`src/rv32_defs.svh`:
```
`ifndef RV32_DEFS_SVH
`define RV32_DEFS_SVH

// Major opcodes that the front end cares about.
`define RV32_OPCODE_JAL     7'b1101111
`define RV32_OPCODE_BRANCH  7'b1100011

// addi x0, x0, 0 is the canonical RV32 no-op.
`define RV32_INSTR_NOP      32'h0000_0013

// Instruction memory word address width.
// 8 bits give 256 words, so byte pcs wrap every 1024 bytes.
`define RV32_IMEM_AW        8

// Number of entries held between fetch and the branch resolver.
`define RV32_FQ_DEPTH       4

`endif

```
`src/rv32_frontend_pkg.sv`:
```
`default_nettype none

package rv32_frontend_pkg;

    // J-type layout, as seen by a JAL.
    typedef struct packed {
        logic       imm_20;
        logic [9:0] imm_10_1;
        logic       imm_11;
        logic [7:0] imm_19_12;
        logic [4:0] rd;
        logic [6:0] opcode;
    } jal_fmt_t;

    // B-type layout, as seen by a conditional branch.
    typedef struct packed {
        logic       imm_12;
        logic [5:0] imm_10_5;
        logic [4:0] rs2;
        logic [4:0] rs1;
        logic [2:0] funct3;
        logic [3:0] imm_4_1;
        logic       imm_11;
        logic [6:0] opcode;
    } branch_fmt_t;

    // One instruction word with both decodings laid over it.
    // The opcode and the immediate sign sit in the same bits in either view.
    typedef union packed {
        jal_fmt_t    jal_fmt;
        branch_fmt_t branch_fmt;
    } rv32_instr_u;

    // What fetch hands down the pipe for every fetched word.
    typedef struct packed {
        logic [31:0] pc;
        rv32_instr_u instr;
        logic        predicted_taken;
    } fetch_entry_t;

    // A retired instruction as it leaves the front end.
    typedef struct packed {
        logic [31:0] pc;
        logic [31:0] instr;
    } retire_t;

endpackage

`default_nettype wire

```
`src/rv32_fetch.sv`:
```
`default_nettype none

`include "rv32_defs.svh"

module rv32_fetch (
    input  logic                           clk,
    input  logic                           reset_,

    // control from the top level and the resolver
    input  logic                           stall,
    input  logic                           mispredict,
    input  logic [31:0]                    branch_pc,

    // instruction memory
    input  logic [31:0]                    instr_read_value,
    output logic [31:0]                    instr_address,

    // towards the fetch queue
    output logic                           fetch_valid,
    output rv32_frontend_pkg::fetch_entry_t fetch_entry
);

    logic [31:0] next_pc;
    logic [31:0] pc_raw;
    logic [31:0] pc;

    rv32_frontend_pkg::rv32_instr_u fetched;

    logic [31:0] imm_j;
    logic [31:0] imm_b;
    logic        predicted_taken;
    logic [31:0] pc_offset;

    // A redirect from the resolver overrides the predicted path.
    assign pc_raw = mispredict ? branch_pc : next_pc;

    // Keep only the bits the memory decodes, so the pc wraps with it.
    assign pc = {{(30 - `RV32_IMEM_AW){1'b0}}, pc_raw[`RV32_IMEM_AW+1:0]};

    assign instr_address = pc;
    assign fetched = instr_read_value;

    assign imm_j = {{12{fetched.jal_fmt.imm_20}},
                    fetched.jal_fmt.imm_19_12,
                    fetched.jal_fmt.imm_11,
                    fetched.jal_fmt.imm_10_1,
                    1'b0};

    assign imm_b = {{20{fetched.branch_fmt.imm_12}},
                    fetched.branch_fmt.imm_11,
                    fetched.branch_fmt.imm_10_5,
                    fetched.branch_fmt.imm_4_1,
                    1'b0};

    // Static prediction.
    // Jumps are always taken and backward branches are assumed to be loops.
    always_comb begin
        predicted_taken = 1'b0;
        pc_offset = 32'd4;
        if (fetched.jal_fmt.opcode == `RV32_OPCODE_JAL) begin
            predicted_taken = 1'b1;
            pc_offset = imm_j;
        end else if (fetched.branch_fmt.opcode == `RV32_OPCODE_BRANCH &&
                     fetched.branch_fmt.imm_12) begin
            predicted_taken = 1'b1;
            pc_offset = imm_b;
        end
    end

    always_ff @(posedge clk) begin
        if (!reset_) begin
            next_pc <= 32'd0;
            fetch_valid <= 1'b0;
            fetch_entry.pc <= 32'd0;
            fetch_entry.instr <= `RV32_INSTR_NOP;
            fetch_entry.predicted_taken <= 1'b0;
        end else if (!stall) begin
            next_pc <= pc + pc_offset;
            fetch_valid <= 1'b1;
            fetch_entry.pc <= pc;
            fetch_entry.instr <= fetched;
            fetch_entry.predicted_taken <= predicted_taken;
        end
    end

endmodule

`default_nettype wire

```
`config.mk`:
```
export PLATFORM = sky130hd
export DESIGN_NAME = rv32_fetch
export DESIGN_NICKNAME = d
export VERILOG_FILES = /design/src/rv32_frontend_pkg.sv /design/src/rv32_fetch.sv
export VERILOG_INCLUDE_DIRS = /design/src
export SDC_FILE = /design/constraint.sdc
export NUM_CORES = 1
export LEC_CHECK = 0
export ABC_CLOCK_PERIOD_IN_PS = 3400
export BUFFER_PORTS_ARGS = -buffer_cell sky130_fd_sc_hd__buf_2
export CORE_UTILIZATION = 44
export DETAILED_ROUTE_END_ITERATION = 6
export MAX_ROUTING_LAYER = met4
export PLACE_DENSITY = 0.81
export SETUP_SLACK_MARGIN = 0.02
export SLEW_MARGIN = 30
export SYNTH_ARGS = -nofsm -noshare
export SYNTH_HDL_FRONTEND = slang
export SYNTH_SLANG_ARGS = --single-unit
```
`constraint.sdc`:
```
create_clock -name clk -period 3.4 [get_ports clk]
set_clock_uncertainty 0.1 [all_clocks]
set_input_delay 0.51 -clock clk [delete_from_list [all_inputs] [get_ports clk]]
set_output_delay 0.51 -clock clk [all_outputs]
set_load 0.03 [all_outputs]
```
# Word-level counts from Yosys, hierarchy flattened
# Cells that the tools add are included.
[word_totals]
reg_bits = 54
input_bits = 68
output_inout_bits = 98
[classes]
n_addsub = 1
eq_ne = 2
muxes = 5
n_reduce_logical = 1
[op_table]
columns = ["op", "n"]
rows = [
  ["$mux 10", 3],
  ["$eq 7x7->1 const B", 2],
  ["$add 10x10->10", 1],
  ["$mux 1", 2],
  ["$logic_and 1x1->1", 1],
]

# Depth between registers and ports, before layout
[logic_depth]
ltp_word = 5
ltp_mapped = 12
depth_no_buf = 12

# Worst setup path after synthesis
# No wires, ideal clock.
[synth_timing]
path_kind = "in2reg"
from = "input instr_read_value[4]"
to = "register next_pc[7]"
setup_time_ns = 0.074
t_arrival_ns = 2.602
setup_slack_ns = 0.623
cell_stages = 12
n_path_buf = 0
cell_sequence = "nand3b_1 > nor3_2 > mux2i_1 > nor2_1 > ha_1 > inv_1 > fa_1 > nand2b_1 > a21oi_1 > a31oi_1 > xor2_1 > o21ai_0"
[synth_via]
elab_chain_cells = 5
word_cells_on_any_way = 6
[synth_rtl]
columns = ["item", "line", "source"]
rows = [
  ["start, declared", "rv32_fetch.sv:15", "input logic [31:0] instr_read_value,"],
  ["$eq 7x7->1 (no line)", "-", ""],
  ["$logic_and 1x1->1", "rv32_fetch.sv:63", "end else if (fetched.branch_fmt.opcode == `RV32_OPCODE_BRANCH &&"],
  ["$mux 10", "rv32_fetch.sv:63", ""],
  ["$mux 10 (*)", "rv32_fetch.sv:60", "if (fetched.jal_fmt.opcode == `RV32_OPCODE_JAL) begin"],
  ["$add 10x10->10 (*)", "rv32_fetch.sv:78", "next_pc <= pc + pc_offset;"],
  ["end signal, assigned", "rv32_fetch.sv:78", ""],
  ["end, declared", "rv32_fetch.sv:23", "logic [31:0] next_pc;"],
]
# Mark *: on every way between the ends. The rest lies on a longest branch, timed or not.
# A chain may end at the register's enable or synchronous reset.

# Final worst setup path
# Ends and elaborated chain as after synthesis.

==> results_dict.tcl <==
set metrics [dict create \
    final-setup-viol-count 0 \
    die_area_um2 6930 \
    yosys-top-cells-count "dfxtp_1 (53), buf_4 (45), mux2i_1 (38)" \
    async_flop_share_pct 0 \
    drt_wl_total_um 5950 \
    cts_buffer_depth 2 \
    clkPwrFrac_pct 30.0 \
    ys_ff_latch 53 \
    worstPathRequired_ps 3540 \
    numCtsBuffers 5 \
    synth.top_cell.area_share_pct 36.5 \
    viasPerCell 4.78 \
    postCtsHoldBufs 0 \
    timing.final.crit_share_pct 82.8 \
    p_comb_share_pct 24.6 \
    worstMarginPinSlew_ps 615 \
    antenna_found_initial 0 \
    start_kind "input pin" \
    regToRegSetupSlack_ps 1210 \
    cts_root_buf "clkbuf_8" \
    syn_area_per_cell_um2 9.59 \
    post_cts_resized 0 \
    dr.pass1.iters 4 \
    whs_ps 330 \
    synthesis.area_um2 2910 \
    num_vias 2263 \
    r2r-end "next_pc[7]$_SDFFE_PN0N_" \
    cts.clk_slew.worst_paths_ps 90 \
    setup_tns_ps 0 \
    netlist_instances 303 \
    swShare_pct 31.7 \
    crit_end "next_pc[7]$_SDFFE_PN0N_" \
    n_antenna_cell 0 \
    sequentialPowerShare_pct 45.4 \
    regArea_um2 1060 \
    power.leakage_nw 1.83 \
    synth_edf_count 0 \
    min_period_ps 2810 \
    fmax_ghz 0.355 \
    synth_warnings 0 \
    grt_pass1_vias 2060 \
    layout-drive-gt1-share_pct 30.8 \
    hp-class "input pin to register" \
    wire_per_inst_um 12.6 \
    core-area_um2 6350 \
    crit_path_end_kind "register" \
    synth-main-ff-cell "dfxtp_1" \
    crit_arrival_ps 2950 \
    cts_max_level 2 \
    io_buffers 99 \
    cts.sinks 53 \
    yosys-top-cells-area "dfxtp_1 (37%), mux2i_1 (13%), buf_4 (12%)" \
    post_cts_buffers 0 \
    status "completed" \
    grt_first_pass_wirelength_um 9670 \
    die_width_um 83.3 \
    peakVddDrop_uv 269 \
    dp.cells 465 \
    first_iter_violations 78 \
    relSlewSlack_pct 59.0 \
    cap_violations 0 \
    yosysMostFrequentCell "dfxtp_1" \
    place_congestion 0.867 \
    grt_max_degree 52 \
    maxSlewViolCount 0 \
    hold_viol_final 0 \
    postLayoutCellArea_um2 3410 \
    fillCellCount 583 \
    grt.overflow.total 0 \
    power_density_nw_per_um2 436 \
    r2r-start "next_pc[1]$_SDFFE_PN0N_" \
    cts_tree "done" \
    synthDistinctLibCells 44 \
    placementRows 29 \
    intPower_mw 1.02 \
    die_h_um 83.3 \
    dp.final_hpwl_um 4440 \
    drc 0 \
    seq_area_frac_synth_pct 36.5 \
    placed_area_um2 3290 \
    finalNetCount 472 \
    switchingPower_uw 472 \
    critPathMaxFanout 6 \
    yosysTopAreaCell "dfxtp_1" \
    groute.usage.overall_pct 17.7 \
    rsz0062_at_grt "false" \
    pin_count 166 \
    path_class "input pin to register" \
    startpoint "instr_read_value[4]" \
    clk_latency_ps 300 \
    syn_to_final_growth_pct 17.4 \
    rr_worst_depth 9 \
    multiInputGateArea_um2 1590 \
    start_util_pct 45.8 \
    finalPower_mw 1.49 \
    fin_cells 473 \
    detail-route-antenna-nets 0 \
]
## cells in the final DEF (no fill, tap or decap), types with 2 or more instances in the layout
master    count
buf_2        98
dfxtp_1      53
conb_1       44
mux2i_1      38
nor2b_1      31
nand2_1      14
nand2b_1     11
mux2_2        9
o211a_1       9
nor2_1        8
ha_1          8
and2_1        7
o21ai_0       7
clkbuf_8      6
nand3_1       5
inv_1         4
and3_1        4
a21o_1        4
xor2_1        3
buf_4         3
o21a_1        2
a21oi_1       2
a31oi_1       2
xnor2_1       2
## metrics by stage
step	utilization, %	setup slack, ps
final	53.8	586
after global routing	53.8	294
after CTS	53.7	554
after detailed placement	51.9	221
after global placement	51.9	280
after floorplan	-	623
## critical path, cell delays in order
cell and delay, ps:
buf_2 100, nand3b_1 230, nor2_1 280, nand2_1 170, nor2_1 150, ha_1 180
inv_1 60, fa_1 390, nand2b_1 160, a21oi_1 280, a31oi_1 150, xor2_1 150
o21ai_0 140
## area by class of cell
| type | count | area share, % |
|---|---|---|
| clock buffer | 7 | 2.53 |
| clock inverter | 1 | 0.880 |
| inverter | 4 | 0.440 |
| multi-input combinational | 229 | 46.6 |
| sequential | 53 | 31.1 |
| tap | 77 | 2.82 |
| timing repair buffer | 102 | 15.6 |
## power by group through the flow
stage / logic (mW) / registers, mW / clock network (mW)
after global routing: 0.392 / 0.681 / 0.491
after detailed placement: 0.368 / 0.690 / 0
after global placement: 0.362 / 0.688 / 0
final: 0.366 / 0.676 / 0.446
after CTS: 0.368 / 0.676 / 0.462
after floorplan: 0.253 / 0.750 / 0
## sequential cells by signal, indices dropped and copies added (netlist names)
signal / cells
fetch_entry: 42
next_pc: 10
fetch_valid: 1
## metal layers
metal / global-route usage, % / routed length [µm]
met5: - / 0
met4: 3.76 / 37
met3: 4.77 / 391
met2: 29.1 / 2740
met1: 21.9 / 2780
## worst min-delay path by stage
stage                                        start  cells past startpoint                           to  slack [ps]
after floorplan            next_pc[9]$_SDFFE_PN0N_                      2      next_pc[9]$_SDFFE_PN0N_         350
after global placement    fetch_valid$_SDFFE_PN0N_                      2     fetch_valid$_SDFFE_PN0N_         340
after detailed placement  fetch_valid$_SDFFE_PN0N_                      2     fetch_valid$_SDFFE_PN0N_         350
after CTS                      instr_read_value[4]                      3  fetch_entry[5]$_SDFFE_PN1N_         320
after global routing           instr_read_value[4]                      3  fetch_entry[5]$_SDFFE_PN1N_         320
final                          instr_read_value[4]                      3  fetch_entry[5]$_SDFFE_PN1N_         330
## cell families (layout without fill, tap and decap cells)
family | Yosys count | count (layout) | share of synthesized area, %
simple gates | 90 | 90 | 18.0
fa+ha+maj | 9 | 9 | 4.13
mux | 47 | 47 | 16.6
flops | 53 | 53 | 36.5
xor+xnor | 5 | 5 | 1.51
other cells | 1 | 44 | 0.129
compound gates | 34 | 34 | 8.82
buf+inv | 64 | 114 | 14.3
(Power assumes the default switching activity.)
