--- config.mk ---
export PLATFORM = sky130hd
export DESIGN_NAME = rv32_fetch_queue
export DESIGN_NICKNAME = d
export VERILOG_FILES = /design/src/rv32_frontend_pkg.sv /design/src/rv32_fetch_queue.sv
export VERILOG_INCLUDE_DIRS = /design/src
export SDC_FILE = /design/constraint.sdc
export NUM_CORES = 1
export LEC_CHECK = 0
export ABC_AREA = 0
export BUFFER_PORTS_ARGS = -buffer_cell sky130_fd_sc_hd__buf_4
export CORE_MARGIN = 10
export CORE_UTILIZATION = 50
export CTS_CLUSTER_DIAMETER = 40
export DETAILED_ROUTE_END_ITERATION = 8
export GPL_TIMING_DRIVEN = 0
export PLACE_DENSITY = 0.74
export SLEW_MARGIN = 20
export SYNTH_ARGS = -nofsm -noshare
export SYNTH_HDL_FRONTEND = slang
export SYNTH_SLANG_ARGS = --single-unit
export TNS_END_PERCENT = 1
--- constraint.sdc ---
create_clock -name clk -period 5.68 [get_ports clk]
set_input_delay 1.136 -clock clk [delete_from_list [all_inputs] [get_ports clk]]
set_output_delay 1.136 -clock clk [all_outputs]
set_load 0.01 [all_outputs]
--- src/rv32_defs.svh ---
`ifndef RV32_DEFS_SVH
`define RV32_DEFS_SVH

// Major opcodes that the front end cares about.
`define RV32_OPCODE_JAL     7'b1101111
`define RV32_OPCODE_BRANCH  7'b1100011

// addi x0, x0, 0 is the canonical RV32 no-op.
`define RV32_INSTR_NOP      32'h0000_0013

// Instruction memory word address width.
// 8 bits give 256 words, so byte pcs wrap every 1024 bytes.
`define RV32_IMEM_AW        8

// Number of entries held between fetch and the branch resolver.
`define RV32_FQ_DEPTH       4

`endif

--- src/rv32_frontend_pkg.sv ---
`default_nettype none

package rv32_frontend_pkg;

    // J-type layout, as seen by a JAL.
    typedef struct packed {
        logic       imm_20;
        logic [9:0] imm_10_1;
        logic       imm_11;
        logic [7:0] imm_19_12;
        logic [4:0] rd;
        logic [6:0] opcode;
    } jal_fmt_t;

    // B-type layout, as seen by a conditional branch.
    typedef struct packed {
        logic       imm_12;
        logic [5:0] imm_10_5;
        logic [4:0] rs2;
        logic [4:0] rs1;
        logic [2:0] funct3;
        logic [3:0] imm_4_1;
        logic       imm_11;
        logic [6:0] opcode;
    } branch_fmt_t;

    // One instruction word with both decodings laid over it.
    // The opcode and the immediate sign sit in the same bits in either view.
    typedef union packed {
        jal_fmt_t    jal_fmt;
        branch_fmt_t branch_fmt;
    } rv32_instr_u;

    // What fetch hands down the pipe for every fetched word.
    typedef struct packed {
        logic [31:0] pc;
        rv32_instr_u instr;
        logic        predicted_taken;
    } fetch_entry_t;

    // A retired instruction as it leaves the front end.
    typedef struct packed {
        logic [31:0] pc;
        logic [31:0] instr;
    } retire_t;

endpackage

`default_nettype wire

--- src/rv32_fetch_queue.sv ---
`default_nettype none

`include "rv32_defs.svh"

module rv32_fetch_queue (
    input  logic                            clk,
    input  logic                            reset_,

    input  logic                            write,
    input  rv32_frontend_pkg::fetch_entry_t write_entry,

    input  logic                            pop,
    input  logic                            flush,

    output rv32_frontend_pkg::fetch_entry_t head,
    output logic                            not_empty,
    output logic                            full
);

    localparam int PTR_W = $clog2(`RV32_FQ_DEPTH);

    rv32_frontend_pkg::fetch_entry_t entries [0:`RV32_FQ_DEPTH-1];

    logic [PTR_W-1:0] rd_ptr;
    logic [PTR_W-1:0] wr_ptr;
    logic [PTR_W:0]   count;

    logic do_write;
    logic do_pop;

    // Pointers wrap explicitly so the depth need not be a power of two.
    function automatic logic [PTR_W-1:0] next_ptr(input logic [PTR_W-1:0] ptr);
        if (ptr == PTR_W'(`RV32_FQ_DEPTH - 1)) begin
            return '0;
        end
        return ptr + 1'b1;
    endfunction

    // A flush wins over everything, including the entry arriving with it.
    assign do_write = write && !flush;
    assign do_pop = pop && not_empty && !flush;

    assign head = entries[rd_ptr];
    assign not_empty = (count != '0);
    assign full = (count == (PTR_W+1)'(`RV32_FQ_DEPTH));

    always_ff @(posedge clk) begin
        if (do_write) begin
            entries[wr_ptr] <= write_entry;
        end
    end

    always_ff @(posedge clk) begin
        if (!reset_ || flush) begin
            rd_ptr <= '0;
            wr_ptr <= '0;
            count <= '0;
        end else begin
            if (do_write) begin
                wr_ptr <= next_ptr(wr_ptr);
            end
            if (do_pop) begin
                rd_ptr <= next_ptr(rd_ptr);
            end
            case ({do_write, do_pop})
                2'b10: count <= count + 1'b1;
                2'b01: count <= count - 1'b1;
                default: count <= count;
            endcase
        end
    end

endmodule

`default_nettype wire

Word level (Yosys, flattened, before mapping)

Memory sizes are Yosys's and may differ from the RTL's. A register that Yosys moved wholly into a read port is not among the register bits.
Index checks and enable logic that the tools add are counted.

Register bits after elaboration: 7
Bits in latches: 0
Memories kept: 1
ROM bits: 0
Output and inout port bits: 67
Memory bits (writable): 260
Input bits: 70

Memory list:

| memory  | words | bits a word | read ports | clocked after memory_dff | write ports | RTL line               | text |
|---|---|---|---|---|---|---|---|
| entries | 4     | 65          | 1          | 1                        | 1           | rv32_fetch_queue.sv:22 | `` rv32_frontend_pkg::fetch_entry_t entries [0:`RV32_FQ_DEPTH-1]; `` |

Magnitude comparators: 0
Add/sub/neg operators: 4
Reduce and logical (&&, ||, !) cells: 8
Bitwise operators: 0
Eq/ne operators: 5
Div/mod/pow operators: 0
Multiplexer cells: 15
$mul: 0
Shift-type cells: 0

Operators by type and width:

| operator                                                            | number |
|---|---|
| 2-bit 2-to-1 mux                                                    | 6 |
| 1-bit 2-to-1 mux                                                    | 8 |
| 2-bit == test (second input constant)                               | 3 |
| 3-bit one-hot mux with 2 select lines                               | 1 |
| 2-bit by 1-bit adder with 2-bit output (second input constant)      | 2 |
| 3-bit by 1-bit adder with 3-bit output (second input constant)      | 1 |
| 3-bit == test (second input constant)                               | 1 |
| 1-bit logical AND                                                   | 3 |
| 3-bit nonzero test                                                  | 1 |
| 3-bit by 1-bit subtractor with 3-bit output (second input constant) | 1 |
| 2-bit by 1-bit == test with 1-bit output (second input constant)    | 1 |
| 1-bit logical NOT                                                   | 2 |
| 2-bit nonzero test                                                  | 1 |
| 1-bit logical OR                                                    | 1 |

Logic depth before layout (Yosys ltp)

Depth after elaboration: 8
Mapped depth: 8
Depth with buffers taken out: 8

Worst setup path after synthesis

No wires, ideal clock.

Path type: input-to-reg
Start: input port write
End: memory entries[0][0] in the netlist's numbering, enable pin
Stages on the path: 2
Data required time: 5.250 ns
Arrival: 2.909 ns
Setup time: 0.430 ns
Slack: 2.341 ns
Cells stage by stage: nor2b_1 -> and2_1

Cells in the longest elaborated chain, start to end: 3

Ends and longest elaborated chain:

| item                                   | RTL line               | text |
|---|---|---|
| start, declared                        | rv32_fetch_queue.sv:9  | `input logic write,` |
| 1-bit logical AND                      | rv32_fetch_queue.sv:40 | `assign do_write = write && !flush;` |
| 1-bit 2-to-1 mux                       | rv32_fetch_queue.sv:48 | `if (do_write) begin` |
| 1-bit 2-to-1 mux (implied by the code) | rv32_fetch_queue.sv:49 | `entries[wr_ptr] <= write_entry;` |
| end, declared                          | rv32_fetch_queue.sv:22 |  |

No other way between the ends.

==> impl_metrics.py <==
metrics = {
    "clock_network": {
        "clk_pin_slew_worst_paths_ps": 60,
        "tritoncts.num_buffers": 30,
        "tritoncts_num_sinks": 269,
        "total_number_of_h_tree_levels": 1,
        "post_cts_hold_buffer_count": 0,
        "max-clock-path-buffers": 3,
        "tritoncts": "done",
        "cts_post_setup_buffers_inserted": 0,
        "worstSkewPairLatency_ps": 540,
        "clockRootBuffer": "sky130_fd_sc_hd__clkbuf_16",
        "cts-resized-gates": 0,
    },
    "pwr": {
        "power_per_cell_area_nw_per_um2": 335,
        "combinational_fraction_of_design_power_pct": 4.0,
        "cell_int_power_uw": 3300,
        "p_seq_share_pct": 53.9,
        "p_switching_uw": 815,
        "swShare_pct": 19.8,
        "p_leak_uw": 0.00411,
        "worst_ir_drop_vdd_uv": 230,
        "report.power.total_uw": 4110,
        "clock_power_share_pct": 42.1,
    },
    "detailed_routing": {
        "post_drt_wl_per_cell_um": 21.6,
        "detailroute.via_count": 4509,
        "met1Wirelength_um": 7210,
        "dr.pass1.iters": 5,
        "ant_nets": 0,
        "met3_wl_post_dr_um": 1380,
        "drt-vias-per-instance": 5.29,
        "wl_met2_um": 9490,
        "drc": 0,
        "number_of_drc_violations_after_detailed_routing_iteration_0": 289,
        "routed_wl_um": 18500,
        "top_layer_reached_by_signal_wires": "met4",
    },
    "finish": {
        "antenna-diode-count": 0,
        "fin_nets": 642,
        "areaGrowthSynthToFinish_pct": 23.9,
        "fillCellCount": 1303,
        "final_core_util_pct": 63.1,
        "stdcell_area_um2": 12300,
        "post_route_cells_drive_above_1_share_pct": 45.4,
    },
    "outcome": {
        "outcome": "complete, no violations",
    },
    "sta": {
        "maxSlewHeadroom_pct": 58.3,
        "rsz0062_at_grt": "no",
        "maxSlewViolCount": 0,
        "clock-skew-final_ps": 16.6,
        "setup-tns-final_ps": 0,
        "hold_slack_ps": 499,
        "fmax_ghz": 0.319,
        "final_hold_viol_count": 0,
        "setup_viol": 0,
        "post_route_clock_period_utilization_pct": 55.2,
        "period_needed_ps": 3130,
        "tightestPinTransition_ps": 625,
    },
    "worst_setup_path": {
        "worst-endpoint-arrival_ps": 2000,
        "cp.buffers_inverters": 3,
        "reg2reg_setup_slack_ps": 3680,
        "worstReg2RegEnd": "count[2]",
        "r2r-start": "count[0]",
        "reg2reg_depth": 8,
        "cp-endpoint": "head[40]",
        "crit_type": "reg -> out",
        "slowest_stage": "sky130_fd_sc_hd__mux4_2",
        "cp-start-kind": "flip-flop",
        "path_cells": "buf_6 > buf_12 > mux4_2 > buf_4",
        "critical_path_depth": 4,
        "critPathTopFamily": "buffers and inverters",
        "endpoint_kind": "primary output",
        "delay_of_the_slowest_critical_path_stage_ps": 540,
        "worst-endpoint-required_ps": 4540,
        "timing.critical_path.fanout_max": 10,
    },
    "synth": {
        "netlist.top_cell.by_area": "sky130_fd_sc_hd__edfxtp_1",
        "async_reset_ff_share_pct": 0,
        "synthTopCellsByArea": "sky130_fd_sc_hd__edfxtp_1 (79%), sky130_fd_sc_hd__mux4_2 (15%), sky130_fd_sc_hd__dfxtp_1 (1.8%)",
        "postSynthAreaPerCell_um2": 25.2,
        "synth.ff_latch_count": 269,
        "synth-edff-count": 260,
        "yosys.cell_count.top_type": "sky130_fd_sc_hd__edfxtp_1",
        "synthesis.area_um2": 9910,
        "syn-num-nets": 470,
        "synthesis.yosys.warnings": 0,
        "synthTopCellsByCount": "sky130_fd_sc_hd__edfxtp_1 (260), sky130_fd_sc_hd__mux4_2 (65), sky130_fd_sc_hd__dfxtp_1 (9), sky130_fd_sc_hd__nor2_1 (7)",
        "synth_ff_type": "sky130_fd_sc_hd__edfxtp_1",
        "ys_seq_area_share_pct": 80.6,
        "netlist_instances": 393,
        "yosysTopAreaCellShare_pct": 78.8,
        "yosysUniqueCellTypes": 24,
    },
    "flow_run": {
        "maxCapViolCount": 0,
    },
    "grt": {
        "vias_in_the_first_global_route": 5106,
        "wire_length_of_the_first_global_routing_pass_um": 28800,
        "grt-ovfl-total": 0,
        "grt_start_max_net_pins": 43,
        "overall_track_demand_over_capacity_in_global_routing_pct": 14.2,
        "antenna_violations_before_repair": 0,
    },
    "min_path": {
        "worst_hold_path_type": "reg -> reg",
    },
    "floorplanning": {
        "design.core.area_um2": 19500,
        "design.die.area_um2": 25900,
        "initial_util_pct": 50.9,
        "die_w_um": 161,
        "die_y_um": 161,
        "io_pins": 137,
        "fp-row-count": 51,
    },
    "placement": {
        "place.port_buffers": 136,
        "post-dp-hpwl_um": 12000,
        "placed_area_um2": 11400,
        "globalplace.congestion": 0.737,
    },
}
-- worst register-to-register path: cells and delay by family (launching register included) --
kind,cells,cell delay (ps)
AOI/OAI and AO/OA,1,140
xor gates and xnor gates,1,150
adders and majority gates,2,580
buffers and inverters,1,70
DFF,1,370
and+or+nand+nor,3,620
-- layout by cell type, fill, tap and decap left out --
cell type,n
sky130_fd_sc_hd__edfxtp_1,260
sky130_fd_sc_hd__buf_4,137
sky130_fd_sc_hd__mux4_2,65
sky130_fd_sc_hd__clkbuf_16,31
sky130_fd_sc_hd__dfxtp_1,9
sky130_fd_sc_hd__clkbuf_1,7
sky130_fd_sc_hd__nor2_1,7
sky130_fd_sc_hd__inv_1,6
sky130_fd_sc_hd__buf_12,6
sky130_fd_sc_hd__buf_2,6
sky130_fd_sc_hd__ha_1,6
sky130_fd_sc_hd__clkinv_1,5
sky130_fd_sc_hd__inv_6,5
sky130_fd_sc_hd__clkinv_2,5
sky130_fd_sc_hd__and2_4,4
sky130_fd_sc_hd__nor2b_1,3
sky130_fd_sc_hd__o21ai_0,3
sky130_fd_sc_hd__clkinvlp_4,3
sky130_fd_sc_hd__buf_16,3
sky130_fd_sc_hd__xor2_1,2
sky130_fd_sc_hd__nand2_1,2
sky130_fd_sc_hd__nand4_1,2
sky130_fd_sc_hd__mux2i_1,2
sky130_fd_sc_hd__a21oi_1,2
sky130_fd_sc_hd__or3_4,1
sky130_fd_sc_hd__and2_1,1
sky130_fd_sc_hd__buf_6,1
sky130_fd_sc_hd__and3_1,1
sky130_fd_sc_hd__nand2b_1,1
sky130_fd_sc_hd__or3_1,1
sky130_fd_sc_hd__fa_1,1
-- metal layers --
metal / vias up / GRT usage, %
met5: - / 0
met4: 0 / 3.68
met3: 28 / 4.50
met2: 156 / 23.7
met1: 2312 / 17.5
li1: 2013 / -
-- how the worst min path moves through the flow --
stage | from | to | slack, ps | depth (start not counted)
finish | count[2] | count[2] | 500 | 2
detailed placement | count[2] | count[2] | 500 | 2
global route | count[2] | count[2] | 530 | 2
floorplan | rd_ptr[1] | flip-flop | 460 | 2
CTS | count[2] | count[2] | 510 | 2
global placement | count[2] | count[2] | 480 | 2
-- state kept, by name, summed over array words and instances (netlist names), named ones only --
register  cells
rd_ptr        2
entries     260
count         3
wr_ptr        2
-- power groups by stage --
stage | clock network [uW] | logic [uW] | registers, uW
2_1_floorplan | 0 | 59.5 | 2260
3_3_place_gp | 0 | 157 | 2260
3_5_place_dp | 0 | 168 | 2260
4_1_cts | 1780 | 168 | 2220
5_1_grt | 1870 | 178 | 2220
6_report | 1730 | 164 | 2220
-- through the flow --
| step | instances | setup slack, ps |
|---|---|---|
| after floorplan | 393 | 2340 |
| after global placement | 794 | 928 |
| after detailed placement | 798 | 2710 |
| after CTS | 853 | 2480 |
| after global routing | 853 | 2430 |
| final | 853 | 2550 |
-- layout make-up --
cell class                 count  area, um^2  area share (%)
buffer                        14         153            1.24
clock inverter                18         110           0.896
clock buffer                  37         798            6.50
tap                          265         332            2.70
timing repair buffer         140        1120            9.15
sequential                   269        7990            65.0
multi-input combinational    104        1760            14.3
inverter                       6        22.5           0.183
-- cell families after synthesis --
family | synth area share (%)
and+or+nand+nor | 1.28
buffers and inverters | 1.77
xor gates and xnor gates | 0.177
adders and majority gates | 0.959
muxes | 15.0
DFF | 80.6
AOI/OAI and AO/OA | 0.252
No activity file was read; power rests on OpenSTA's default activity.
