===== src/rv32_defs.svh =====
`ifndef RV32_DEFS_SVH
`define RV32_DEFS_SVH

// Major opcodes that the front end cares about.
`define RV32_OPCODE_JAL     7'b1101111
`define RV32_OPCODE_BRANCH  7'b1100011

// addi x0, x0, 0 is the canonical RV32 no-op.
`define RV32_INSTR_NOP      32'h0000_0013

// Instruction memory word address width.
// 8 bits give 256 words, so byte pcs wrap every 1024 bytes.
`define RV32_IMEM_AW        8

// Number of entries held between fetch and the branch resolver.
`define RV32_FQ_DEPTH       4

`endif


===== src/rv32_frontend_pkg.sv =====
`default_nettype none

package rv32_frontend_pkg;

    // J-type layout, as seen by a JAL.
    typedef struct packed {
        logic       imm_20;
        logic [9:0] imm_10_1;
        logic       imm_11;
        logic [7:0] imm_19_12;
        logic [4:0] rd;
        logic [6:0] opcode;
    } jal_fmt_t;

    // B-type layout, as seen by a conditional branch.
    typedef struct packed {
        logic       imm_12;
        logic [5:0] imm_10_5;
        logic [4:0] rs2;
        logic [4:0] rs1;
        logic [2:0] funct3;
        logic [3:0] imm_4_1;
        logic       imm_11;
        logic [6:0] opcode;
    } branch_fmt_t;

    // One instruction word with both decodings laid over it.
    // The opcode and the immediate sign sit in the same bits in either view.
    typedef union packed {
        jal_fmt_t    jal_fmt;
        branch_fmt_t branch_fmt;
    } rv32_instr_u;

    // What fetch hands down the pipe for every fetched word.
    typedef struct packed {
        logic [31:0] pc;
        rv32_instr_u instr;
        logic        predicted_taken;
    } fetch_entry_t;

    // A retired instruction as it leaves the front end.
    typedef struct packed {
        logic [31:0] pc;
        logic [31:0] instr;
    } retire_t;

endpackage

`default_nettype wire


===== src/rv32_branch_resolver.sv =====
`default_nettype none

`include "rv32_defs.svh"

module rv32_branch_resolver (
    input  logic                            clk,
    input  logic                            reset_,

    input  logic                            retire_ready,

    // fetch queue head
    input  logic                            not_empty,
    input  rv32_frontend_pkg::fetch_entry_t head,

    // register file load port
    input  logic                            reg_write,
    input  logic [4:0]                      reg_addr,
    input  logic [31:0]                     reg_data,

    output logic                            pop,
    output logic                            mispredict,
    output logic [31:0]                     branch_pc,

    output logic                            retire_valid,
    output rv32_frontend_pkg::retire_t      retire,
    output logic [15:0]                     mispredict_count
);

    logic [31:0] regs [0:31];

    rv32_frontend_pkg::rv32_instr_u instr;

    logic [31:0] rs1_val;
    logic [31:0] rs2_val;
    logic [31:0] imm_j;
    logic [31:0] imm_b;
    logic        cond_taken;
    logic        actual_taken;
    logic [31:0] taken_offset;

    always_ff @(posedge clk) begin
        if (reg_write) begin
            regs[reg_addr] <= reg_data;
        end
    end

    assign instr = head.instr;

    // x0 is hardwired to zero whatever was written there.
    assign rs1_val = (instr.branch_fmt.rs1 == 5'd0) ? 32'd0 : regs[instr.branch_fmt.rs1];
    assign rs2_val = (instr.branch_fmt.rs2 == 5'd0) ? 32'd0 : regs[instr.branch_fmt.rs2];

    assign imm_j = {{12{instr.jal_fmt.imm_20}}, instr.jal_fmt.imm_19_12,
                    instr.jal_fmt.imm_11, instr.jal_fmt.imm_10_1, 1'b0};
    assign imm_b = {{20{instr.branch_fmt.imm_12}}, instr.branch_fmt.imm_11,
                    instr.branch_fmt.imm_10_5, instr.branch_fmt.imm_4_1, 1'b0};

    always_comb begin
        case (instr.branch_fmt.funct3)
            3'd0: cond_taken = (rs1_val == rs2_val);
            3'd1: cond_taken = (rs1_val != rs2_val);
            3'd4: cond_taken = ($signed(rs1_val) < $signed(rs2_val));
            3'd5: cond_taken = ($signed(rs1_val) >= $signed(rs2_val));
            3'd6: cond_taken = (rs1_val < rs2_val);
            3'd7: cond_taken = (rs1_val >= rs2_val);
            // funct3 values 2 and 3 are not branches and fall through.
            default: cond_taken = 1'b0;
        endcase
    end

    // JAL is resolved as well, although fetch should always get it right.
    always_comb begin
        actual_taken = 1'b0;
        taken_offset = imm_b;
        if (instr.jal_fmt.opcode == `RV32_OPCODE_JAL) begin
            actual_taken = 1'b1;
            taken_offset = imm_j;
        end else if (instr.branch_fmt.opcode == `RV32_OPCODE_BRANCH) begin
            actual_taken = cond_taken;
        end
    end

    assign pop = not_empty && retire_ready;
    assign mispredict = pop && (actual_taken != head.predicted_taken);
    assign branch_pc = head.pc + (actual_taken ? taken_offset : 32'd4);

    always_ff @(posedge clk) begin
        if (!reset_) begin
            retire_valid <= 1'b0;
            mispredict_count <= 16'd0;
        end else begin
            retire_valid <= pop;
            if (mispredict) begin
                mispredict_count <= mispredict_count + 16'd1;
            end
        end
    end

    // Retire payload only changes when something is popped.
    always_ff @(posedge clk) begin
        if (!reset_) begin
            retire.pc <= 32'd0;
            retire.instr <= `RV32_INSTR_NOP;
        end else if (pop) begin
            retire.pc <= head.pc;
            retire.instr <= head.instr;
        end
    end

endmodule

`default_nettype wire


===== config.mk =====
export PLATFORM = sky130hd
export DESIGN_NAME = rv32_branch_resolver
export DESIGN_NICKNAME = d
export VERILOG_FILES = /design/src/rv32_frontend_pkg.sv /design/src/rv32_branch_resolver.sv
export VERILOG_INCLUDE_DIRS = /design/src
export SDC_FILE = /design/constraint.sdc
export NUM_CORES = 1
export LEC_CHECK = 0
export BUFFER_PORTS_ARGS = -buffer_cell sky130_fd_sc_hd__buf_2
export CAP_MARGIN = 0
export CORE_ASPECT_RATIO = 1.75
export CORE_UTILIZATION = 30
export DETAILED_ROUTE_END_ITERATION = 7
export SLEW_MARGIN = 5
export SYNTH_ARGS = -nofsm -noshare
export SYNTH_HDL_FRONTEND = slang
export SYNTH_SLANG_ARGS = --single-unit

===== constraint.sdc =====
create_clock -name clk -period 8.3 [get_ports clk]
set_input_delay 0.415 -clock clk [delete_from_list [all_inputs] [get_ports clk]]
set_output_delay 0.415 -clock clk [all_outputs]
set_load 0.01 [all_outputs]

; After elaboration in Yosys (flattened, before gate mapping)
; Memory sizes are Yosys's and may differ from the RTL's.
; Index checks and enable logic that the tools add are counted.
[totals]
ff_bits = 81
ram_bits = 1024
input_bits = 107
output_inout_bits = 115
word_cells = 35
mem_count = 1
[op_classes]
addsub = 2
order_cmp = 4
eq_ne = 10
muxes = 9
reduce_logical = 5
[memory_table]
columns = memory, depth, word_bits, read_ports, rd_ports_with_merged_regs, write_ports, line
row1 = regs, 32, 32, 2, 0, 1, rv32_branch_resolver.sv:29  ; logic [31:0] regs [0:31];
[ops]
columns = cell, n
row1 = two-way mux 32 bit, 3
row2 = >= comparator 32 bit, 2
row3 = < comparator 32 bit, 2
row4 = adder 32 bit, 1
row5 = equality test 32 bit, 1
row6 = inequality test 32 bit, 1
row7 = two-way mux 20 bit, 1
row8 = "adder 16 x 1 -> 16 bit, second input constant", 1
row9 = "equality test 7 bit, second input constant", 2
row10 = "equality test 3 bit, second input constant", 4
row11 = logical NOT 5 bit, 2
row12 = one-hot mux 1 bit (6 select lines), 1
row13 = two-way mux 1 bit, 4
row14 = "equality test 3 x 1 -> 1 bit, second input constant", 1
row15 = logical NOT 3 bit, 1
row16 = logical AND 1 bit, 2
row17 = inequality test 1 bit, 1

; Longest topological paths before layout
; Gate-level depths: netlist (run 1).
[depth]
word_depth = 8
ltp_mapped = 33
depth_no_buf = 29

; Worst setup path after synthesis (run 1)
; OpenSTA, ideal clock, no wires.
[synth_timing]
kind = input -> output
start = input head[16] (netlist name)
end = output branch_pc[29]
arrival_time_ps = 7563
required_ps = 7885
slack_ps = 322
cell_stages = 31
n_path_buf = 5
cell_sequence = clkbuf_1 > clkbuf_1 > buf_2 > buf_1 > mux4_2 > a221oi_1 > nor2_1 > a21oi_1 > nor2_1 > ha_1 > a21oi_1 > nand3_1 > a221o_1 > o31a_4 > nor2b_4 > mux2_4 > a31o_2 > a21oi_4 > buf_6 > nor2b_1 > ha_1 > a211oi_1 > o21ai_0 > a21oi_1 > o211ai_1 > a41oi_1 > o21ai_0 > o31ai_1 > o21bai_1 > a21oi_1 > xnor2_1
[synth_via]
elab_chain_cells = 8
word_cells_on_any_way = 15
classes_between = add/sub (1) / order compare (4) / eq/ne (2) / mux (6) / reduce/logical (1) / memory (1)
[synth_lines]
columns = item, line
row1 = "start, declared", rv32_branch_resolver.sv:13  ; input rv32_frontend_pkg::fetch_entry_t head,
row2 = memory (32 x 32 bit) or logical NOT 5 bit (tied branches), -
row3 = two-way mux 32 bit, rv32_branch_resolver.sv:50  ; assign rs1_val = (instr.branch_fmt.rs1 == 5'd0) ? 32'd0 : regs[instr.branch_fmt.rs1];
row4 = >= comparator 32 bit (tied with other cells), rv32_branch_resolver.sv:65  ; 3'd7: cond_taken = (rs1_val >= rs2_val);
row5 = one-hot mux 1 bit (6 select lines), rv32_branch_resolver.sv:59  ; case (instr.branch_fmt.funct3)
row6 = two-way mux 1 bit, rv32_branch_resolver.sv:78  ; end else if (instr.branch_fmt.opcode == `RV32_OPCODE_BRANCH) begin
row7 = two-way mux 1 bit, rv32_branch_resolver.sv:75  ; if (instr.jal_fmt.opcode == `RV32_OPCODE_JAL) begin
row8 = two-way mux 32 bit *, rv32_branch_resolver.sv:85  ; assign branch_pc = head.pc + (actual_taken ? taken_offset : 32'd4);
row9 = adder 32 bit *, rv32_branch_resolver.sv:85
row10 = "end, declared", rv32_branch_resolver.sv:22  ; output logic [31:0] branch_pc,
; Every way passes the cells marked *; elsewhere a longest branch is shown, timed or not.

==> results.md, run 1 <==
* Post-Synthesis Cells at 3,045
* CTS Root Cell: clkbuf_16
* Total track usage at 18.5%
* Clock sinks at 1,105
* Number of fill cells at 16,200
* Post-synthesis sequential area ratio at 61.1%
* CTS tree: yes
* Top delay family on crit path: compound AO/OA/AOI/OAI gates
* CP Max Fanout at 5
* Final Util at 35.7%
* Share of flip-flops with an asynchronous set or reset at 0%
* Setup-failing EPs final at 0
* H-tree Lvls at 3
* Drt drc at 0
* CP arrival at 7520 ps
* Outcome: finished, final reports clean
* PortBufs at 221
* Drt total wl at 168,000 µm
* Chip height at 558 µm
* Maximum VDD drop at 181 µV
* Fmax at 0.126 GHz
* WL/cell at 29.3 µm
* Period minus WS final at 7930 ps
* Primary FF master, synth: edfxtp_1
* Drt via density at 5.61
* Distinct cell type count after synthesis at 67
* Hold WC Path Type: in2reg
* Slew Limit Fails at 0
* Crit Path Class: reg2out
* Synth Register Bits at 1,105
* Final Skew at 51.5 ps
* Layout Nets at 3,577
* Num ports at 222
* Clk buf depth at 3
* Slew @ Worst Pin at 1030 ps
* CTS Buf Count at 96
* RSZ-0062 raised after global routing: false
* Final Hold Viols at 0
* Antenna violations before repair at 21
* Synthesis warning total at 0
* Setup crit start kind: flip-flop
* DRT antenna net count at 0
* CP bufs+invs at 5
* Period utilization at 95.6%
* Routed vias at 32,300
* Crit-path max cell delay at 510 ps
* Chip Width at 320 µm
* Row cnt at 203
* P_leak at 20.9 nW
* Setup crit end kind: output port
* Setup TNS at 0 ps
* Master of the slowest instance on the critical path: mux4_2
* Routability cong. at 0.842
* DRT iter0 DRCs at 2,993
* Initial Utilization at 30.3%
* Core area at 0.175 mm²
* Die ar. at 0.178 mm²
* Number of max-cap violations at 0
* Setup Buffers After CTS at 0
* First-pass GRT wire length at 238,000 µm
* HPWL after detailed placement at 101,000 µm
* Worst rel slew slack at 31.6%
* Largest net degree at the start of global routing at 98
* DR pass1 iterations at 6
* Grt total ovfl at 0
* Clock slew at reported path FFs at 80 ps
* Post-Syn Area per Cell at 17.4 µm²
* Syn_nets at 3,216
* Pwr dens at 197 mW/mm²
* CP required at 7890 ps
* Layout cells sized above 1 at 34.9%
* Area growth syn-to-layout at 18.0%
* Vias in the first global route at 33,500
* Synthesized area at 0.0530 mm²
* Clock Latency Late Sink at 710 ps
* EDFF count, synth at 1,024
## cell usage in the layout (no fill, tap or decap), types with 14 or more instances in the layout
master,n
edfxtp_1,1024
mux4_2,478
buf_2,211
nand2_1,203
mux2i_1,190
buf_4,175
clkbuf_16,99
mux2_2,81
dfxtp_1,81
a21oi_1,67
ha_1,63
a21boi_0,62
nor2_1,62
dlygate4sd3_1,51
buf_12,50
o22ai_1,49
a221oi_1,40
nand3_1,34
nor2_4,32
o21ai_0,29
o221ai_1,27
xnor2_1,23
a211oi_1,22
nand2b_1,20
a21o_1,20
o211ai_1,17
clkinv_1,16
nor2b_1,15
bufinv_16,15
nand4_1,14
inv_1,14
## cell type report
cell class / instances / area [µm²] / share of cell area [%]
Inverter: 13 / 48.8 / 0.0781
Antenna cell: 6 / 15.0 / 0.0240
Timing Repair Buffer: 491 / 3940 / 6.30
Multi-Input combinational cell: 1699 / 20000 / 31.9
Clock buffer: 112 / 2550 / 4.07
Sequential cell: 1105 / 32400 / 51.8
Tap cell: 2255 / 2820 / 4.51
Clock inverter: 67 / 796 / 1.27
## logic make-up (layout without fill, tap and decap cells)
logic type,after synthesis,after routing,synth area share (%)
simple gates,445,445,3.86
other cells,0,6,0
mux,750,750,25.7
buf+inv,241,683,1.80
fa+ha+maj,64,64,1.53
xor+xnor,28,28,0.489
compound gates,412,412,5.56
flops,1105,1105,61.1
## per-stage QoR
| stage | instances | setup slack [ps] | hold WS (ps) | power, mW | cell area, µm² |
|---|---|---|---|---|---|
| floorplan | 3045 | 322 | 486 | 7.04 | 53000 |
| global placement | 5512 | 187 | 448 | 7.58 | 58600 |
| detailed placement | 5512 | 154 | 455 | 7.59 | 58600 |
| CTS | 5742 | 61.8 | 6.60 | 12.4 | 62400 |
| global route | 5746 | 9.09 | 49.2 | 12.6 | 62500 |
| finish | 5748 | 368 | 33.5 | 12.3 | 62500 |
## worst paths after layout
check | startpoint | endpoint | slack [ps] | cells past startpoint
max | regs[26][7] | branch_pc[29] | 370 | 31
max reg2reg | regs[26][7] | mispredict_count[14] | 3130 | 19
min | head[44] | retire[43] | 30 | 3
min reg2reg | retire[6] | retire[6] | 460 | 2
## worst min-delay path, cell delays in order
cell	delay, ps
buf_2	120
nand2_1	70
a21boi_0	70
## flip-flops by register name (all words and copies together) (netlist names)
| name | cells |
|---|---|
| regs | 1024 |
| retire | 64 |
| mispredict_count | 16 |
| retire_valid | 1 |
## cell usage after synthesis, types with 10 or more instances
cell | count | area (µm²)
nand2b_1 | 20 | 125
a22oi_1 | 12 | 90.1
a211oi_1 | 23 | 173
buf_1 | 47 | 176
clkbuf_1 | 149 | 559
a21boi_0 | 62 | 465
edfxtp_1 | 1024 | 30700
o221ai_1 | 27 | 236
o21ai_0 | 31 | 155
nand2_1 | 206 | 773
nor3_1 | 14 | 70.1
o211ai_1 | 17 | 128
a21o_1 | 20 | 150
ha_1 | 63 | 788
nand3_1 | 34 | 170
a22o_1 | 11 | 96.3
o22a_1 | 12 | 105
xnor2_1 | 23 | 201
a221oi_1 | 42 | 368
inv_1 | 13 | 48.8
nand4_1 | 14 | 87.6
mux2i_1 | 190 | 1900
mux4_2 | 478 | 10800
o22ai_1 | 49 | 307
dfxtp_1 | 81 | 1620
a21oi_1 | 69 | 345
nand3b_1 | 10 | 75.1
nor2_1 | 94 | 353
nor2b_1 | 17 | 106
mux2_2 | 81 | 912
buf_2 | 29 | 145
## power by group
part	internal, mW	switching (mW)
combinational	0.577	0.728
sequential	6.15	0.0322
clock	2.69	2.14
total	9.42	2.90
## repair_timing
action,CTS,global route
setup endpoints to repair,2,8
hold endpoints to repair,50,0
hold buffers,51,0
resized for setup,1,11
pin swaps,0,7
## metal layers
layer  track usage (%)  wire length [µm]  share of wire [%]
met3              2.46             10100                6.0
met5                 0               126              0.075
met1              20.8             60900                 36
met4              8.15              7520                4.5
met2              34.6             89600                 53
Power figures use the tool's default switching activity.
==> run 2: changes to the inputs <==
PLACE_DENSITY = 0.45   (was not set)
==> results.md, run 2 (synthesis gave the netlist of run 1 again) <==
* Layout Nets at 3,637 (+1.7%)
* CTS tree: yes
* Core area at 0.175 mm² (unchanged)
* Crit-path max cell delay at 470 ps (-40 ps)
* Slew Limit Fails at 0 (unchanged)
* Worst r2r path cells at 20 (+1)
* Clock slew at reported path FFs at 70 ps (about the same)
* Psw at 3.07 mW (+5.8%)
* Drt via density at 5.53 (-1.5%)
* Slew @ Worst Pin at 1060 ps (+29.0 ps)
* Clock network fraction of design power at 40.8% (+1.6 points)
* Area growth syn-to-layout at 19.3%
* Top delay family on crit path: compound AO/OA/AOI/OAI gates
* Setup crit start kind: flip-flop
* Final Skew at 24.3 ps (-27.2 ps)
* Hold slack at 62.1 ps (+28.6 ps)
* Worst rel slew slack at 29.6% (-1.9 points)
* Failing checks: design-rule violations
* Hold WC Path Type: in2reg
* Grt total ovfl at 0 (unchanged)
* DR pass1 iterations at 8 (+2)
* Vias in the first global route at 34,000 (+1.6%)
* Layout cells sized above 1 at 36.0% (+1.1 points)
* Largest net degree at the start of global routing at 98 (unchanged)
* Maximum VDD drop at 152 µV (-16%)
* Final Util at 36.1% (+0.39 points)
* First-pass GRT wire length at 263,000 µm (+11%)
* Placed Cells at 5,555 (+0.78%)
* Crit Path Class: reg2out
* Share of power burned in registers at 48.5% (-1.7 points)
* Number of max-cap violations at 0 (unchanged)
* Initial Utilization at 30.3% (unchanged)
* CTS Buf Count at 109 (+14%)
* Crit path depth at 27 (-13%)
* CP bufs+invs at 4 (-1)
* PortBufs at 221 (unchanged)
* Chip Width at 320 µm (unchanged)
* Max reg flops at 1,024 (unchanged)
* Footprint of the multi-input gates at 0.0200 mm² (about the same)
* Biggest regs: regs: 1024 flops, retire: 64 flops, mispredict_count: 16 flops
* DRT iter0 DRCs at 2,592 (-13%)
* P_leak at 21.3 nW (+1.9%)
* Total track usage at 21.0% (+2.5 points)
* HPWL after detailed placement at 114,000 µm (+13%)
* Antenna violations before repair at 13 (-38%)
* Register cell area after layout at 0.0324 mm² (unchanged)
* Number of fill cells at 16,400 (+1.7%)
* Routability cong. at 0.796 (-5.5%)
* CP arrival at 7570 ps (+50 ps)
* Net Sw Frac at 24.1% (+0.51 points)
* Most frequent CP cell: buf_4
* Drt drc at 3 (+3)
* Most common cell after layout, fill and taps aside: edfxtp_1
* Clk buf depth at 3 (unchanged)
* Comb pwr share at 10.7% (about the same)
* Top reg by flops: regs
* Period minus WS final at 7990 ps (+55.7 ps)
* Final Hold Viols at 0 (unchanged)
* H-tree Lvls at 3 (unchanged)
* Fmax at 0.125 GHz (-0.70%)
* Setup crit end kind: output port
* Die ar. at 0.178 mm² (unchanged)
* CTS Root Cell: clkbuf_16
* Drt total wl at 188,000 µm (+12%)
* Clock Latency Late Sink at 720 ps (about the same)
* Routed vias at 32,200 (-0.33%)
* Master of the slowest instance on the critical path: mux4_2
* Clock sinks at 1,105 (unchanged)
* Outcome: complete, but fails checks
* P_int at 9.69 mW (+2.9%)
* Period utilization at 96.2% (+0.67 points)
* Most frequent cells in the layout: edfxtp_1 (1,024), mux4_2 (478), buf_4 (220)
* Setup-failing EPs final at 0 (unchanged)
* Num ports at 222 (unchanged)
* DRT antenna net count at 0 (unchanged)
* WL/cell at 32.4 µm (+11%)
* Row cnt at 203 (unchanged)
* Design area at 0.0632 mm² (+1.1%)
* CP required at 7890 ps (about the same)
* Fin cells at 5,817 (+1.2%)
* Pwr dens at 202 mW/mm² (+2.5%)
* Placed Area at 0.0589 mm² (+0.53%)
* CP Max Fanout at 5 (unchanged)
* Chip height at 558 µm (unchanged)
* Hold Path Depth at 3 (unchanged)
## run 2: changes by cell type in the layout (fill, tap and decap cells not counted), sizes merged
cell         before  now
dlygate4sd3      51   54
inv              21   17
buf             440  484
diode             6    4
bufinv           15   12
clkbuf          112  137
clkinvlp         10    5
clkinv           34   45
## run 2: stage by stage
step                      setup TNS, ps  setup WS (ps)  power [mW]
after detailed placement           -102          -98.9        7.67
final                                 0            312        12.8
after global routing               -126          -69.8        13.1
after floorplan                       0            322        7.04
after global placement            -70.2          -70.2        7.66
after CTS                             0           16.4        12.9
## run 2: worst paths after layout
path	start	end	slack, ps
setup / recovery	regs[31][31]	branch_pc[30]	310
hold / removal	head[13]	retire[12]	60
setup reg to reg	regs[12][6]	mispredict_count[14]	3120
hold reg to reg	retire[31]	retire[31]	460
## run 2: layout make-up
type	count	area share, %
diodes	4	0.0158
clock buffers	137	4.75
clock inverters	66	1.06
inverters	13	0.0772
multi-input cells	1699	31.6
flip-flops and latches	1105	51.2
well taps	2255	4.47
repair buffers	538	6.79
## run 2: power by group through the flow
stage | sequential [mW] | combinational [mW] | clock, mW
after global placement | 6.31 | 1.36 | 0
after floorplan | 6.31 | 0.731 | 0
after global routing | 6.19 | 1.45 | 5.50
final | 6.19 | 1.37 | 5.21
after detailed placement | 6.31 | 1.36 | 0
after CTS | 6.19 | 1.38 | 5.33
## run 2: per-layer routing
layer	vias to the layer above	GRT usage, %	wire length (µm)	share of wire [%]
met3	276	2.68	8440	4.5
li1	13600	-	-	-
met4	10	7.16	6240	3.3
met5	-	0	57	0.030
met2	990	39.4	101000	54
met1	17300	24.4	72300	38
## run 2: worst reg2reg max path, cell delays in order, from the launching register on
cell	delay [ps]
edfxtp_1	400
mux4_2	480
mux4_2	490
o22ai_1	230
nor2_1	80
buf_4	170
ha_1	350
nand4_1	100
nand3_1	70
a221o_2	450
o31a_4	340
buf_4	150
o21bai_1	160
o211ai_2	140
buf_4	160
a31o_2	240
a21oi_4	200
buf_4	150
buf_4	220
mux2_2	380
mux2i_1	110
## run 2: timing repair
action                                 in CTS  in global routing
hold buffers                               54                  0
setup buffers                               0                  1
endpoints found under the hold margin      53                  0
setup endpoints to repair                   3                  9
resized for setup                           6                  9
pin swaps                                   2                  7
